[config.mk]
export PLATFORM = sky130hd
export DESIGN_NAME = egr_demux
export DESIGN_NICKNAME = d
export VERILOG_FILES = /design/src/smartnic_demux_pkg.sv /design/src/egr_demux.sv
export SDC_FILE = /design/constraint.sdc
export NUM_CORES = 1
export LEC_CHECK = 0
export BUFFER_PORTS_ARGS = -buffer_cell sky130_fd_sc_hd__buf_2
export CAP_MARGIN = 20
export CORE_ASPECT_RATIO = 0.8
export CORE_MARGIN = 10
export CORE_UTILIZATION = 27
export DETAILED_ROUTE_END_ITERATION = 10
export PLACE_DENSITY = 0.83
export SLEW_MARGIN = 20
export SYNTH_ARGS = -nofsm -noshare
export SYNTH_HDL_FRONTEND = slang
export SYNTH_SLANG_ARGS = --single-unit
[constraint.sdc]
create_clock -name core_clk -period 1.39 [get_ports core_clk]
set_input_delay 0.2085 -clock core_clk [delete_from_list [all_inputs] [get_ports core_clk]]
set_output_delay 0.2085 -clock core_clk [all_outputs]
set_load 0.05 [all_outputs]
[src/smartnic_demux_pkg.sv]
package smartnic_demux_pkg;

    // Port count is fixed since the egress wiring is crossed.
    localparam int NUM_PORT = 2;

    // Width of tid and tdest.
    localparam int PORT_WID = 2;

    // Width of tdata.
    localparam int DATA_WID = 64;

    // Egress arbiter inputs.
    localparam int SRC_BYPASS = 0;
    localparam int SRC_PORT0  = 1;
    localparam int SRC_PORT1  = 2;
    localparam int NUM_SRC    = 3;

endpackage
[src/egr_demux.sv]
`timescale 1ns/1ns

module egr_demux (
    input  logic                                    core_clk,
    input  logic                                    srst,
    input  logic                                    out_sel,
    input  logic                                    in_valid,
    output logic                                    in_ready,
    input  logic [smartnic_demux_pkg::DATA_WID-1:0] in_data,
    input  logic                                    in_last,
    input  logic [smartnic_demux_pkg::PORT_WID-1:0] in_tid,
    input  logic [smartnic_demux_pkg::PORT_WID-1:0] in_tdest,
    output logic                                    cmac_valid,
    input  logic                                    cmac_ready,
    output logic [smartnic_demux_pkg::DATA_WID-1:0] cmac_data,
    output logic                                    cmac_last,
    output logic [smartnic_demux_pkg::PORT_WID-1:0] cmac_tid,
    output logic [smartnic_demux_pkg::PORT_WID-1:0] cmac_tdest,
    output logic                                    host_valid,
    input  logic                                    host_ready,
    output logic [smartnic_demux_pkg::DATA_WID-1:0] host_data,
    output logic                                    host_last,
    output logic [smartnic_demux_pkg::PORT_WID-1:0] host_tid,
    output logic [smartnic_demux_pkg::PORT_WID-1:0] host_tdest
);
    logic busy;
    logic sel_q;
    logic sel;

    assign sel = busy ? sel_q : out_sel;  // Live select on the first word only.

    assign cmac_valid = in_valid && !sel;
    assign host_valid = in_valid && sel;
    assign in_ready   = sel ? host_ready : cmac_ready;

    assign cmac_data  = in_data;
    assign cmac_last  = in_last;
    assign cmac_tid   = in_tid;
    assign cmac_tdest = in_tdest;
    assign host_data  = in_data;
    assign host_last  = in_last;
    assign host_tid   = in_tid;
    assign host_tdest = in_tdest;

    always_ff @(posedge core_clk) begin
        if (srst) begin
            busy  <= 1'b0;
            sel_q <= 1'b0;
        end else if (in_valid && in_ready) begin
            busy <= !in_last;
            if (!busy) begin
                sel_q <= out_sel;
            end
        end
    end

    // Side stays fixed from the first word until tlast.
    a_sel_hold: assert property (@(posedge core_clk) disable iff (srst)
        (in_valid && in_ready && !in_last) |=> (sel == $past(sel)));

endmodule

==> metrics.txt <==
status=finished, violations left; violated checks=setup timing; DRT iter0 DRCs=3; commonest non-fill, non-tap cell in the layout=buf_2; flops & latches, synth=2; post-route ant nets=0; Leak=0.1436 nW; Worst VDD drop=0.4386 mV; Starting Density=27.91%; Global Route Usage Sum=4.292%; WL met2=557 um; cell area after placement=267.8 um^2; final setup violation count=3; WP data required=1180 ps; Hold WC Path Type=in2reg; Area Overhead vs Synth=-68.56%; routed metal-1 wirelength=307 um; DP HPWL=1404 um; commonest cells after routing, fill and taps aside=8 x buf_2, 3 x clkbuf_8, 3 x buf_4; CTS root buf=clkbuf_8; CP max-delay cell=dfxtp_2; Achievable Freq=668.2 MHz; kind of cell adding the most delay to the critical path=multiplexers; Total Routed Length=1844 um; relative slew slack=83.20%; Die X=93.48 um; Hold Violations, Final=0; largest net degree at the start of global routing=7; GPL Wtd Cong=0.7423; first-pass GRT wire length=2325 um; total CTS buffers=3; synthesized instance count=151; met3 WL=755 um; CTS tree=built; DR DRC count=0; die height=78.78 um; hold_sp=srst; Tcrit/Tclk final=107.7%; final max-slew violation count=0; worst-margin pin slew=253.8 ps; CP Buf/Inv Count=1; ratio of cells with drive above 1 in the final layout=80.00%; Crit. Startpoint=busy; P per Cell Area=1138 nW/um^2; Post-Synthesis Net Count=226; CTS Hold Buffers Added=0; MaxCap Viol Count=0; H-tree levels=1; fill count=487; grt total ovfl=0; clk_skew=1.428 ps; Worst Setup Slack post-DPL=24.65 ps; Post-Synthesis Cell Area=1166 um^2; RSZ-0062 raised after global routing=yes; Site Rows=21; # diodes=0; worst skew pair latency=210 ps; Clock Sinks=2; Critical Path AT=1290 ps; synthesized area per cell=7.723 um^2; Min Clock Period, post-route=1496 ps; crit start category=flop; I/O pin count=216; crit-path max cell delay=350 ps; worst reg2reg path startpoint=busy; endpoint class of the critical path=primary output; Seq/Total Area, Yosys=3.433%; WL per Instance=21.20 um; PortBufs=11; library cells used by synthesis=12; CP max FO=2; critical setup path kind=reg2out; via count=309; setup ws final=-106.5 ps; Yosys warning count=0; Std-Cell Core Area=4178 um^2; Cell Chain, Critical Path=mux2i_4 > mux2_4 > buf_6; Design Area, Final=366.6 um^2; full die area=7364 um^2; initial antenna violation count=0; CTS max path bufs=2; vias per cell=3.552; Clock transition at path regs=30 ps; DR top layer=met4; Nets=107; drt pass-1 iters=2; number of global-route vias before repair=392
final cells by class:
class	count	area, um^2	area share, %
Timing Repair Buffer	14	100.1	27.30
Sequential cell	2	41.29	11.26
Tap cell	57	71.32	19.45
Multi-Input combinational cell	11	112.6	30.72
Clock buffer	3	41.29	11.26
worst register-to-register path: stages (launching register included):
cell	delay [ps]
dfxtp_2	350
mux2i_4	250
mux2_4	330
buf_4	140
a311oi_2	240
registers in the layout, summed over array words and instances (netlist names):
name and flops:
busy 1, sel_q 1
Yosys cell counts (all sizes together):
master | count | area, um^2
buf | 138 | 1036
a21oi | 2 | 10.01
dfxtp | 2 | 40.04
mux2 | 2 | 26.27
a2bb2oi | 1 | 8.760
a311oi | 1 | 15.01
and2 | 1 | 6.260
mux2i | 1 | 10.01
nand2 | 1 | 3.750
nor2 | 1 | 3.750
nor2b | 1 | 6.260
timing repair:
item / in CTS / in global routing
resized for setup: 8 / 4
pin swaps: 1 / 0
buffers inserted: 2 / 0
endpoints found under the hold margin: 0 / 0
setup endpoints to repair: 3 / 4
through the flow:
step	total power [mW]	TNS [ps]	utilization (%)	hold WS, ps	cells
after global placement	0.1614	0	6.409	410.8	82
after global routing	0.4418	-286.2	8.775	178.0	87
final	0.4172	-192.3	8.775	188.3	87
after CTS	0.4172	-148.0	8.296	178.7	87
after floorplan	1.190	-3.773	-	276.4	151
after detailed placement	0.1622	0	6.409	399.6	82
path summary, 6_finish.rpt:
check              to  slack [ps]  cells past startpoint
max          in_ready        -110                      3
min              busy         190                      2
max reg2reg      busy         -10                      4
min reg2reg     sel_q         570                      2
kinds of logic (layout without fill, tap and decap cells):
| logic type | count (synthesis) | in the layout | synth area share, % |
|---|---|---|---|
| buffers and inverters | 138 | 17 | 88.84 |
| muxes | 3 | 3 | 3.111 |
| AOI/OAI and AO/OA | 4 | 4 | 2.897 |
| DFF | 2 | 2 | 3.434 |
| and+or+nand+nor | 4 | 4 | 1.717 |
where the power goes:
| group | switching, mW | internal [mW] | leakage [nW] |
|---|---|---|---|
| registers | 0.00522 | 0.0628 | 0.0168 |
| logic | 0.0677 | 0.0575 | 0.105 |
| clock network | 0.0414 | 0.183 | 0.0216 |
per-layer routing:
layer  up-vias  global-route usage [%]
met5         -                       0
met4         0                   8.154
met3        41                   9.680
met2        84                   2.639
met1       101                   1.494
li1         83                       -
Power figures use the tool's default switching activity.
