**src/smartnic_demux_pkg.sv**
```systemverilog
package smartnic_demux_pkg;

    // Port count is fixed since the egress wiring is crossed.
    localparam int NUM_PORT = 2;

    // Width of tid and tdest.
    localparam int PORT_WID = 2;

    // Width of tdata.
    localparam int DATA_WID = 64;

    // Egress arbiter inputs.
    localparam int SRC_BYPASS = 0;
    localparam int SRC_PORT0  = 1;
    localparam int SRC_PORT1  = 2;
    localparam int NUM_SRC    = 3;

endpackage
```
**src/egr_mux.sv**
```systemverilog
`timescale 1ns/1ns

module egr_mux (
    input  logic                                     core_clk,
    input  logic                                     srst,
    input  logic [smartnic_demux_pkg::NUM_SRC-1:0]   in_valid,
    output logic [smartnic_demux_pkg::NUM_SRC-1:0]   in_ready,
    input  logic [smartnic_demux_pkg::DATA_WID-1:0]  in_data [smartnic_demux_pkg::NUM_SRC],
    input  logic [smartnic_demux_pkg::NUM_SRC-1:0]   in_last,
    input  logic [smartnic_demux_pkg::PORT_WID-1:0]  in_tid [smartnic_demux_pkg::NUM_SRC],
    input  logic [smartnic_demux_pkg::PORT_WID-1:0]  in_tdest [smartnic_demux_pkg::NUM_SRC],
    output logic                                     out_valid,
    input  logic                                     out_ready,
    output logic [smartnic_demux_pkg::DATA_WID-1:0]  out_data,
    output logic                                     out_last,
    output logic [smartnic_demux_pkg::PORT_WID-1:0]  out_tid,
    output logic [smartnic_demux_pkg::PORT_WID-1:0]  out_tdest
);
    localparam int NS = smartnic_demux_pkg::NUM_SRC;
    localparam int IW = $clog2(NS);

    logic          busy;
    logic [NS-1:0] grant_q;
    logic [IW-1:0] rr_q;      // Last winner, also the owner while busy.
    logic [NS-1:0] pick;
    logic [IW-1:0] pick_idx;
    logic [NS-1:0] cur_grant;
    logic [IW-1:0] cur_idx;
    logic          can_load;
    logic          accept;

    // Round robin starting after the last winner.
    always_comb begin
        int idx;
        pick     = '0;
        pick_idx = rr_q;
        for (int k = NS; k >= 1; k--) begin
            idx = (int'(rr_q) + k) % NS;
            if (in_valid[idx]) begin
                pick      = '0;
                pick[idx] = 1'b1;
                pick_idx  = IW'(idx);
            end
        end
    end

    assign cur_grant = busy ? grant_q : pick;
    assign cur_idx   = busy ? rr_q : pick_idx;
    assign can_load  = !out_valid || out_ready;
    assign in_ready  = cur_grant & {NS{can_load}};
    assign accept    = |(in_valid & in_ready);

    always_ff @(posedge core_clk) begin
        if (srst) begin
            busy      <= 1'b0;
            grant_q   <= '0;
            rr_q      <= IW'(smartnic_demux_pkg::SRC_PORT1);  // Bypass wins first.
            out_valid <= 1'b0;
        end else begin
            if (accept) begin
                busy    <= !in_last[cur_idx];
                grant_q <= in_last[cur_idx] ? '0 : cur_grant;
                rr_q    <= cur_idx;
            end
            if (accept) begin
                out_valid <= 1'b1;
            end else if (out_ready) begin
                out_valid <= 1'b0;
            end
        end
    end

    always_ff @(posedge core_clk) begin
        if (accept) begin
            out_data  <= in_data[cur_idx];
            out_last  <= in_last[cur_idx];
            out_tid   <= in_tid[cur_idx];
            out_tdest <= in_tdest[cur_idx];
        end
    end

    a_grant_onehot: assert property (@(posedge core_clk) disable iff (srst)
        $onehot0(grant_q) && (busy == (|grant_q)));

    a_out_hold: assert property (@(posedge core_clk) disable iff (srst)
        out_valid && !out_ready |=> out_valid && $stable(out_data) && $stable(out_last));

endmodule

```
**config.mk**
```make
export PLATFORM = sky130hd
export DESIGN_NAME = egr_mux
export DESIGN_NICKNAME = d
export VERILOG_FILES = /design/src/smartnic_demux_pkg.sv /design/src/egr_mux.sv
export SDC_FILE = /design/constraint.sdc
export NUM_CORES = 1
export LEC_CHECK = 0
export ABC_AREA = 1
export BUFFER_PORTS_ARGS = -buffer_cell sky130_fd_sc_hd__buf_2
export CAP_MARGIN = 0
export CORE_AREA = 3 3 111 113
export DETAILED_ROUTE_END_ITERATION = 12
export DIE_AREA = 0 0 114 116
export PLACE_DENSITY_LB_ADDON = 0.3
export SLEW_MARGIN = 20
export SYNTH_ARGS = -nofsm -noshare
export SYNTH_HDL_FRONTEND = slang
export SYNTH_SLANG_ARGS = --single-unit
export TNS_END_PERCENT = 20
```
**constraint.sdc**
```tcl
create_clock -name core_clk -period 6.04 [get_ports core_clk]
set_input_delay 0.302 -clock core_clk [delete_from_list [all_inputs] [get_ports core_clk]]
set_output_delay 0.302 -clock core_clk [all_outputs]
set_load 0.03 [all_outputs]
```
==> run metrics <==
crit start category=register; maxcap violations=0; Rows=39; Post-CTS Setup Bufs=0; die width=114 um; vias in the first global route=4470; largest net degree at the start of global routing=78; CP max FO=72; Clock Tree Root=clkbuf_16; post-route ant nets=0; drt first pass iters=5; final slew viol count=0; Worst-Margin Slew=1.06 ns; Synth top cells by count=nand3_1, o21ai_1, edfxtp_1, nor2_1, o21ai_0; syn avg cell area=8.57 sq um; clock buffer depth=2; Synthesis Warnings=0; TritonCTS clock tree=done; crit end category=register; hpwl dp=10400 um; via/cell ratio=5.20; worst hold margin=0.233 ns; synth top area cells=edfxtp_1, nand3_1, o21ai_1; PostCTS Resize Cnt=0; Global Route Usage Sum=20.1%; most common cell in the netlist=nand3_1; layout cells sized above 1=40.9%; fill count=1081; status=completed; largest area contributor in the netlist=edfxtp_1; Setup TNS=0 ns; Layout area overhead=40.5%; DR iter-0 viols=390; initial antenna violation count=0; Final min period=3.73 ns; Seq/Total Area, Yosys=51.6%; Post-synth EDFFs=69; Placer Congestion=0.849; Async S/R FF share, synth=0%; wire per inst=15.7 um; syn nets=717; Cells after Synth=500; Final Cycle Share=61.8%; Synth cell types=24; Top FF cell, synth=edfxtp_1; Final Hold Viols=0; Worst slew margin=29.5%; clock skew=0.00721 ns; height of the die=116 um; DRC=0; f_max=0.268 GHz; number of buffers added on ports=285; Detailed Route WL=14300 um; CTS Sinks=76; nets@finish=978; Initial Utilization=37.5%; Setup CP Type=reg2reg; H-tree depth=3; Final setup viols=0; DR vias=4731; post-layout util=52.7%; core area=0.0114 sq mm; flops & latches, synth=76; min-delay worst type=in2reg; first-pass GRT wire length=21400 um; number of antenna repair diodes=0; Hold-fix buffers, CTS=0; global route overflow=0; Ports=286; mapped cell area=0.00429 sq mm; top cell type's share of synthesized area=48.3%; WP data arrival=3.91 ns; RSZ-0062 raised after global routing=no; insertion delay to the later sink of the worst-skew pair=0.32 ns; clk slew on worst S/H paths=0.06 ns; die area=0.0132 sq mm; worst path required time=6.22 ns; total CTS buffers=9
-- cells in the final DEF, fill, tap and decap left out --
cell type and instances:
nand3_1 86, inv_2 3, clkbuf_1 1, nand2_4 2, nand2_2 2, clkinv_1 1, nand3_4 1, o21ai_2 1
edfxtp_1 69, inv_1 17, ha_1 4, a21oi_1 11, nand4_1 3, inv_6 1, o21ai_0 69, o21a_1 1
clkinv_4 1, nand2_1 44, dfxtp_1 7, inv_4 2, buf_2 285, nor2_1 69, bufinv_16 3, clkbuf_16 9
nand3_2 2, o21ai_1 71, buf_4 1
-- registers in the layout, summed over array words and instances, names as in the netlist --
name       cells
grant_q        3
rr_q           2
out_last       1
out_tdest      2
out_valid      1
busy           1
out_tid        2
out_data      64
-- metal layers --
metal | routed length (um) | vias to the layer above | share of wire [%] | GRT usage (%)
li1 | - | 2292 | - | -
met1 | 5510 | 2176 | 39 | 24.4
met2 | 7340 | 241 | 51 | 35.8
met3 | 1200 | 22 | 8.4 | 4.33
met4 | 259 | 0 | 1.8 | 5.94
met5 | 0 | - | 0 | 0
-- worst max-delay path, cell delays in order, from the launching register on --
cell and delay [ns]:
dfxtp_1 0.40, inv_1 0.10, ha_1 0.39, inv_2 0.06
nand2_1 0.10, nand3_2 0.09, nand2_2 0.11, o21a_1 0.14
nand2_1 0.07, nand2_2 0.09, nand2_4 0.36, inv_4 0.68
buf_4 0.65, nand3_1 0.16, o21ai_1 0.12
-- through the flow --
stage                     setup slack [ns]  cells  area [sq um]
after floorplan                       3.39    500          4290
after global placement                2.57    893          5680
after detailed placement              2.39    893          5680
after CTS                             2.37    909          6020
after global routing                  1.90    909          6020
final                                 2.31    909          6020
-- cells by family after synthesis --
family          share of synthesized area [%]
compound gates                           18.0
fa+ha+maj                                1.17
buf+inv                                  7.15
flops                                    51.6
simple gates                             22.1
-- worst paths after layout --
check                                 from           end  slack (ns)  depth (start not counted)
worst min-delay path                  srst       rr_q[0]        0.23                          2
worst max register to register     rr_q[0]  out_data[34]        2.31                         14
worst max-delay path               rr_q[0]  out_data[34]        2.31                         14
worst min register to register  grant_q[1]    grant_q[1]        0.47                          2
-- area by class of cell --
class | instances | area, sq um | area share (%)
clock buffers | 10 | 229 | 3.80
clock inverters | 6 | 111 | 1.85
inverters | 22 | 87.6 | 1.45
multi-input cells | 366 | 1770 | 29.4
flip-flops and latches | 76 | 2210 | 36.7
well taps | 143 | 179 | 2.97
repair buffers | 286 | 1430 | 23.8
Power is not shown: default switching activity piles up to over one toggle a cycle in this logic, so the estimate is an artifact.
