$ cat src/smartnic_demux_pkg.sv
package smartnic_demux_pkg;

    // Port count is fixed since the egress wiring is crossed.
    localparam int NUM_PORT = 2;

    // Width of tid and tdest.
    localparam int PORT_WID = 2;

    // Width of tdata.
    localparam int DATA_WID = 64;

    // Egress arbiter inputs.
    localparam int SRC_BYPASS = 0;
    localparam int SRC_PORT0  = 1;
    localparam int SRC_PORT1  = 2;
    localparam int NUM_SRC    = 3;

endpackage
$ cat src/port_demux.sv
`timescale 1ns/1ns

module port_demux (
    input  logic                                    core_clk,
    input  logic                                    srst,
    input  logic                                    in_valid,
    output logic                                    in_ready,
    input  logic [smartnic_demux_pkg::DATA_WID-1:0] in_data,
    input  logic                                    in_last,
    input  logic [smartnic_demux_pkg::PORT_WID-1:0] in_tid,
    input  logic [smartnic_demux_pkg::PORT_WID-1:0] in_tdest,
    output logic [1:0]                              out_valid,
    input  logic [1:0]                              out_ready,
    output logic [smartnic_demux_pkg::DATA_WID-1:0] out_data,
    output logic                                    out_last,
    output logic [smartnic_demux_pkg::PORT_WID-1:0] out_tid,
    output logic [smartnic_demux_pkg::PORT_WID-1:0] out_tdest
);
    logic busy;
    logic dest_q;
    logic dest;

    // First word routes by tdest lsb, the rest follow the lock.
    assign dest = busy ? dest_q : in_tdest[0];

    assign out_valid[0] = in_valid && !dest;
    assign out_valid[1] = in_valid && dest;
    assign in_ready     = out_ready[dest];

    assign out_data  = in_data;
    assign out_last  = in_last;
    assign out_tid   = in_tid;
    assign out_tdest = in_tdest;

    always_ff @(posedge core_clk) begin
        if (srst) begin
            busy   <= 1'b0;
            dest_q <= 1'b0;
        end else if (in_valid && in_ready) begin
            busy <= !in_last;
            if (!busy) begin
                dest_q <= in_tdest[0];  // Lock for the rest of the packet.
            end
        end
    end

    // A packet in flight stays on the output it started on.
    a_dest_lock: assert property (@(posedge core_clk) disable iff (srst)
        (in_valid && in_ready && !in_last) |=> (dest == $past(dest)));

endmodule

$ cat config.mk
export PLATFORM = sky130hd
export DESIGN_NAME = port_demux
export DESIGN_NICKNAME = d
export VERILOG_FILES = /design/src/smartnic_demux_pkg.sv /design/src/port_demux.sv
export SDC_FILE = /design/constraint.sdc
export NUM_CORES = 1
export LEC_CHECK = 0
export ABC_AREA = 1
export CORE_AREA = 8 8 50 52
export DETAILED_ROUTE_END_ITERATION = 12
export DIE_AREA = 0 0 58 60
export DONT_BUFFER_PORTS = 1
export PLACE_DENSITY = 0.51
export REMOVE_ABC_BUFFERS = 1
export SETUP_SLACK_MARGIN = 0.3
export SYNTH_ARGS = -nofsm -noshare
export SYNTH_HDL_FRONTEND = slang
export SYNTH_SLANG_ARGS = --single-unit
export TNS_END_PERCENT = 30
$ cat constraint.sdc
create_clock -name core_clk -period 1 [get_ports core_clk]
set_input_delay 0.15 -clock core_clk [delete_from_list [all_inputs] [get_ports core_clk]]
set_output_delay 0.15 -clock core_clk [all_outputs]
set_load 0.05 [all_outputs]
==> results of run 1 <==
final cells by class:
class | instances | area, sq um
tap | 18 | 22.5
sequential | 2 | 45.0
multi-input combinational | 17 | 138
timing repair buffer | 4 | 43.8
inverter | 8 | 32.5
fill | 214 | 1500
clock buffer | 3 | 22.5
routing by layer:
layer | track usage | vias up
li1 | - | 93
met1 | 0.0594 | 130
met2 | 0.568 | 124
met3 | 0.495 | 16
met4 | 0.206 | 4
met5 | 0.123 | -
through the flow:
stage,area [sq um],utilization,TNS [ns]
5_1_grt,304,0.169,-0.615
6_report,304,0.169,-0.551
4_1_cts,280,0.156,-0.537
2_1_floorplan,180,-,-0.809
3_3_place_gp,218,0.121,-0.0115
3_5_place_dp,218,0.121,-0.0291
critical path: cells and delay by family, from the launching register on:
family | cells | cell delay (ns)
buffers and inverters | 2 | 0.24
AND/OR/NAND/NOR | 1 | 0.06
flip-flops | 1 | 0.35
AO/OA/AOI/OAI | 1 | 0.16
state kept, by name (all words and copies together), names as in the netlist:
register	cells
busy	1
dest_q	1
cells in the final DEF (no fill, tap or decap), drive strengths merged:
cell         instances
nor2                 2
dfxtp                2
dlygate4sd3          1
a21oi                3
clkbuf               3
nand2                8
and2                 1
nand3                3
inv                  8
buf                  3
final timing paths:
kind	startpoint	endpoint	slack, ns	cells after the start
worst min-delay path	srst	busy	0.07	3
worst max register to register	busy	busy	0.06	7
worst max-delay path	busy	out_valid[0]	-0.19	4
worst min register to register	dest_q	dest_q	0.48	2
report_power, final:
part	leakage, uW	internal (uW)	switching (uW)
Combinational	0.000109	56.6	96.2
Clock	0.0000138	132	43.6
Sequential	0.0000175	86.8	7.65
Total	0.000141	276	147
kinds of logic (layout without fill, tap and decap cells):
logic type / after synthesis / count (layout) / synth area share
buf+inv: 77 / 15 / 0.785
simple gates: 14 / 14 / 0.125
compound gates: 3 / 3 / 0.0323
flops: 2 / 2 / 0.0573
timing repair:
action	4_1_cts	5_1_grt
resized for setup	7	6
hold buffers	1	0
setup buffers	1	0
setup endpoints to repair	5	5
pin swaps	3	4
hold endpoints to repair	1	0
==> impl_metrics.json, run 1 <==
{
  "rows": 16,
  "cts_buffers": 3,
  "drcViolationCount": 0,
  "routedLengthMet1_um": 426,
  "htree_levels": 1,
  "cp-end-kind": "output port",
  "rsz0062_at_grt": "yes",
  "vdd_drop_max_v": 0.000512,
  "synth_area_leaders": "buf_4, dfxtp_1, nand3_2",
  "fin_crit_ns": 1.19,
  "top_layer": "met5",
  "drt_wl_total_um": 5650,
  "setup_viol": 3,
  "drt-pass1-iter-count": 4,
  "antenna_found_initial": 0,
  "num-nets-final": 110,
  "slowest_stage": "dfxtp_4",
  "pre_cts_ws_ns": -0.0282,
  "clk_path_buf_depth": 2,
  "critical_path_class": "reg2out",
  "synth_area_sq_um": 698,
  "die_h_um": 60,
  "outcome": "finished, violations left",
  "fin_crit_sh": 1.19,
  "maxCapViolations": 0,
  "syn_area_per_cell_sq_um": 7.27,
  "drive_gt1_frac": 0.588,
  "die_area_sq_um": 3480,
  "first_iter_violations": 19,
  "finalHoldViolCount": 0,
  "synth_top_area_frac": 0.742,
  "ys_async_sr_fraction": 0,
  "synthDistinctLibCells": 12,
  "die_x_um": 58,
  "fin_total_pwr_uw": 423,
  "port_buffers": 0,
  "dp_cells": 47,
  "netlist_instances": 96,
  "max_stage_delay_ns": 0.35,
  "start_util": 0.388,
  "hold_class": "in2reg",
  "worstPathCellList": "inv_4 > nand2_4 > a21oi_4 > buf_8",
  "ios": 146,
  "core-area_sq_um": 1800,
  "overflow": 0,
  "insertedDiodeCount": 0,
  "cts-root-buf": "clkbuf_4",
  "yosysMostFrequentCell": "buf_4",
  "synth-main-ff-cell": "dfxtp_1",
  "grt_max_degree": 4,
  "fin_cells": 52,
  "slew_viol_final": 0,
  "hpwl_um": 5500,
  "crit_arrival_ns": 1.04,
  "grt_pass1_wl_um": 6200,
  "hold_ws_ns": 0.0673,
  "grtUsageTotal": 0.310,
  "critPathLaunchType": "flop",
  "worst_slack_ns": -0.187,
  "num_vias": 367,
  "synth_top_area_cell": "buf_4",
  "syn2layout_area_growth_pct": -56.5,
  "worstPathMaxFanout": 3,
  "tritoncts": "yes",
  "yosysWarnings": 0,
  "clk_pin_slew_ns": 0.03,
  "grt_pass1_vias": 328,
  "clock_sinks": 2,
  "finClkSkew_ns": 0.00113,
  "routed-wl-met2_um": 3030,
  "worstPathRequired_ns": 0.85,
  "ys_seq_area_frac": 0.0573,
  "tightestPinTransition_ns": 0.183,
  "synth_edf_count": 0,
  "power_density_nw_per_um2": 1390,
  "violations": "setup timing",
  "p_leak_uw": 0.000141,
  "met3_length_um": 1820,
  "max-slew-margin-rel": 0.878,
  "final_antenna_net_count": 0,
  "ys_ff_latch": 2,
  "post_drt_wl_per_cell_um": 109,
  "place.gp.congestion": 1.10,
  "clkLatencyLatePin_ns": 0.22,
  "fmax_ghz": 0.843,
  "synth_commonest_cells": "buf_4, inv_1, nand2_1, nand3_2",
  "drt-vias-per-instance": 7.06
}
Power figures use the tool's default switching activity.
==> inputs of run 2 (changes only) <==
CELL_PAD_IN_SITES_DETAIL_PLACEMENT = 0   (was unset)
CELL_PAD_IN_SITES_GLOBAL_PLACEMENT = 1   (was unset)
CORE_AREA = unset   (was 8 8 50 52)
CORE_ASPECT_RATIO = 1.25   (was unset)
CORE_MARGIN = 8   (was unset)
CORE_UTILIZATION = 32   (was unset)
DIE_AREA = unset   (was 0 0 58 60)
PLACE_DENSITY = 0.71   (was 0.51)
==> run 2 against run 1 <==
  * The flow still finishes with violations (setup timing)
  * Largest power group unchanged
  * Register-to-register slack gained 0.02 ns
  * Wire length increased by 3.3%
  * Critical path depth unchanged
  * Global-route usage decreased by 2.8 points
  * Non-clock buffer count is the same
  * Critical endpoint is now out_valid[1]
  * Clock power about the same
  * Sequential share of layout area up 0.38 points
==> impl_metrics.json, run 2 (same netlist as run 1, synthesis figures left out) <==
{
  "insertedDiodeCount": 0,
  "reg2reg_depth": 7,
  "final_common_cell": "inv_1",
  "rsz0062_at_grt": "yes",
  "num_vias": 342,
  "vdd_drop_max_v": 0.000535,
  "top_regs": "busy x1, dest_q x1",
  "port_buffers": 0,
  "fillCellCount": 253,
  "worstPathMaxFanout": 3,
  "worst_slack_ns": -0.181,
  "multi_input_area_sq_um": 130,
  "hpwl_um": 5680,
  "critPathLaunchType": "flop",
  "max_stage_delay_ns": 0.35,
  "htree_levels": 1,
  "num-nets-final": 110,
  "fin_crit_ns": 1.18,
  "first_iter_violations": 15,
  "max-slew-margin-rel": 0.893,
  "grtUsageTotal": 0.282,
  "clk_path_buf_depth": 2,
  "clock_sinks": 2,
  "drt_wl_total_um": 5840,
  "pre_cts_ws_ns": -0.0202,
  "post_drt_wl_per_cell_um": 106,
  "grt_max_degree": 4,
  "drcViolationCount": 0,
  "final_antenna_net_count": 0,
  "die_x_um": 57.8,
  "drt-vias-per-instance": 6.22,
  "slew_viol_final": 0,
  "syn2layout_area_growth_pct": -57.5,
  "rows": 19,
  "critical_path_class": "reg2out",
  "cp-end-kind": "output port",
  "die_area_sq_um": 3940,
  "fin_tns_setup_ns": -0.535,
  "violations": "setup timing",
  "grt_pass1_vias": 353,
  "drive_gt1_frac": 0.588,
  "die_h_um": 68.2,
  "grt_pass1_wl_um": 6330,
  "worstPathCellList": "inv_4 > nand2_4 > a21oi_4 > buf_6",
  "p_leak_uw": 0.000138,
  "worstPathRequired_ns": 0.85,
  "maxCapViolations": 0,
  "clkLatencyLatePin_ns": 0.22,
  "fmax_ghz": 0.847,
  "tightestPinTransition_ns": 0.162,
  "setup_viol": 3,
  "drt-pass1-iter-count": 3,
  "finClkSkew_ns": 0.000823,
  "fin_crit_sh": 1.18,
  "antenna_found_initial": 0,
  "overflow": 0,
  "tritoncts": "yes",
  "slowest_stage": "dfxtp_4",
  "clk_pin_slew_ns": 0.03,
  "core-area_sq_um": 2140,
  "holdPathStages": 3,
  "crit_arrival_ns": 1.03,
  "hold_class": "in2reg",
  "outcome": "finished, violations left",
  "place.gp.congestion": 1.08,
  "regArea_sq_um": 45.0,
  "cts_buffers": 3,
  "layout_common_cells": "inv_1, nand2_1, nand3_2, clkbuf_4",
  "finalHoldViolCount": 0,
  "cts-root-buf": "clkbuf_4",
  "start_util": 0.326,
  "power_density_nw_per_um2": 1380,
  "ios": 146
}
-- run 2: cell counts in the layout (fill, tap and decap cells not counted) --
No cell type changed its count.
-- run 2: metrics by stage --
stage,util,power [uW],cell area [sq um],hold slack [ns],instances
2_1_floorplan,-,185,180,0.212,27
3_3_place_gp,0.104,205,221,0.213,50
3_5_place_dp,0.104,205,221,0.217,50
4_1_cts,0.129,413,277,0.0531,54
5_1_grt,0.139,435,297,0.0800,55
6_report,0.139,410,297,0.0657,55
-- run 2: final timing paths --
path / to / startpoint / slack, ns
setup reg to reg: busy / busy / 0.08
setup / recovery: out_valid[1] / busy / -0.18
hold reg to reg: dest_q / dest_q / 0.49
hold / removal: busy / srst / 0.07
-- run 2: report_power, final --
part,switching (uW),leakage [uW],internal [uW]
Combinational,90.4,0.000107,51.7
Clock,41.1,0.0000138,132
Sequential,8.07,0.0000175,86.8
Total,140,0.000138,270
-- run 2: cell type report --
class / count / share of cell area
Sequential cell: 2 / 0.152
Tap cell: 21 / 0.0886
Clock buffer: 3 / 0.0759
Inverter: 8 / 0.110
Timing Repair Buffer: 4 / 0.135
Multi-Input combinational cell: 17 / 0.439
-- run 2: worst max-delay path, delay by kind of cell, from the launching register on --
kind                   cells  cell delay [ns]
AO/OA/AOI/OAI              1             0.14
flip-flops                 1             0.35
buffers and inverters      2             0.26
AND/OR/NAND/NOR            1             0.06
-- run 2: repair_timing --
item | in CTS | in global routing
gates cloned | 0 | 0
hold buffers | 1 | 0
buffers inserted | 0 | 1
pin swaps | 0 | 4
gates resized for setup | 7 | 4
endpoints found under the hold margin | 1 | 0
endpoints found under the setup margin | 5 | 5
-- run 2: layer usage --
metal	global-route usage	vias up	routed length, um
met5	0.0130	-	0
met4	0.181	0	325
met3	0.421	20	1740
met2	0.557	108	3230
met1	0.0541	119	532
li1	-	95	-
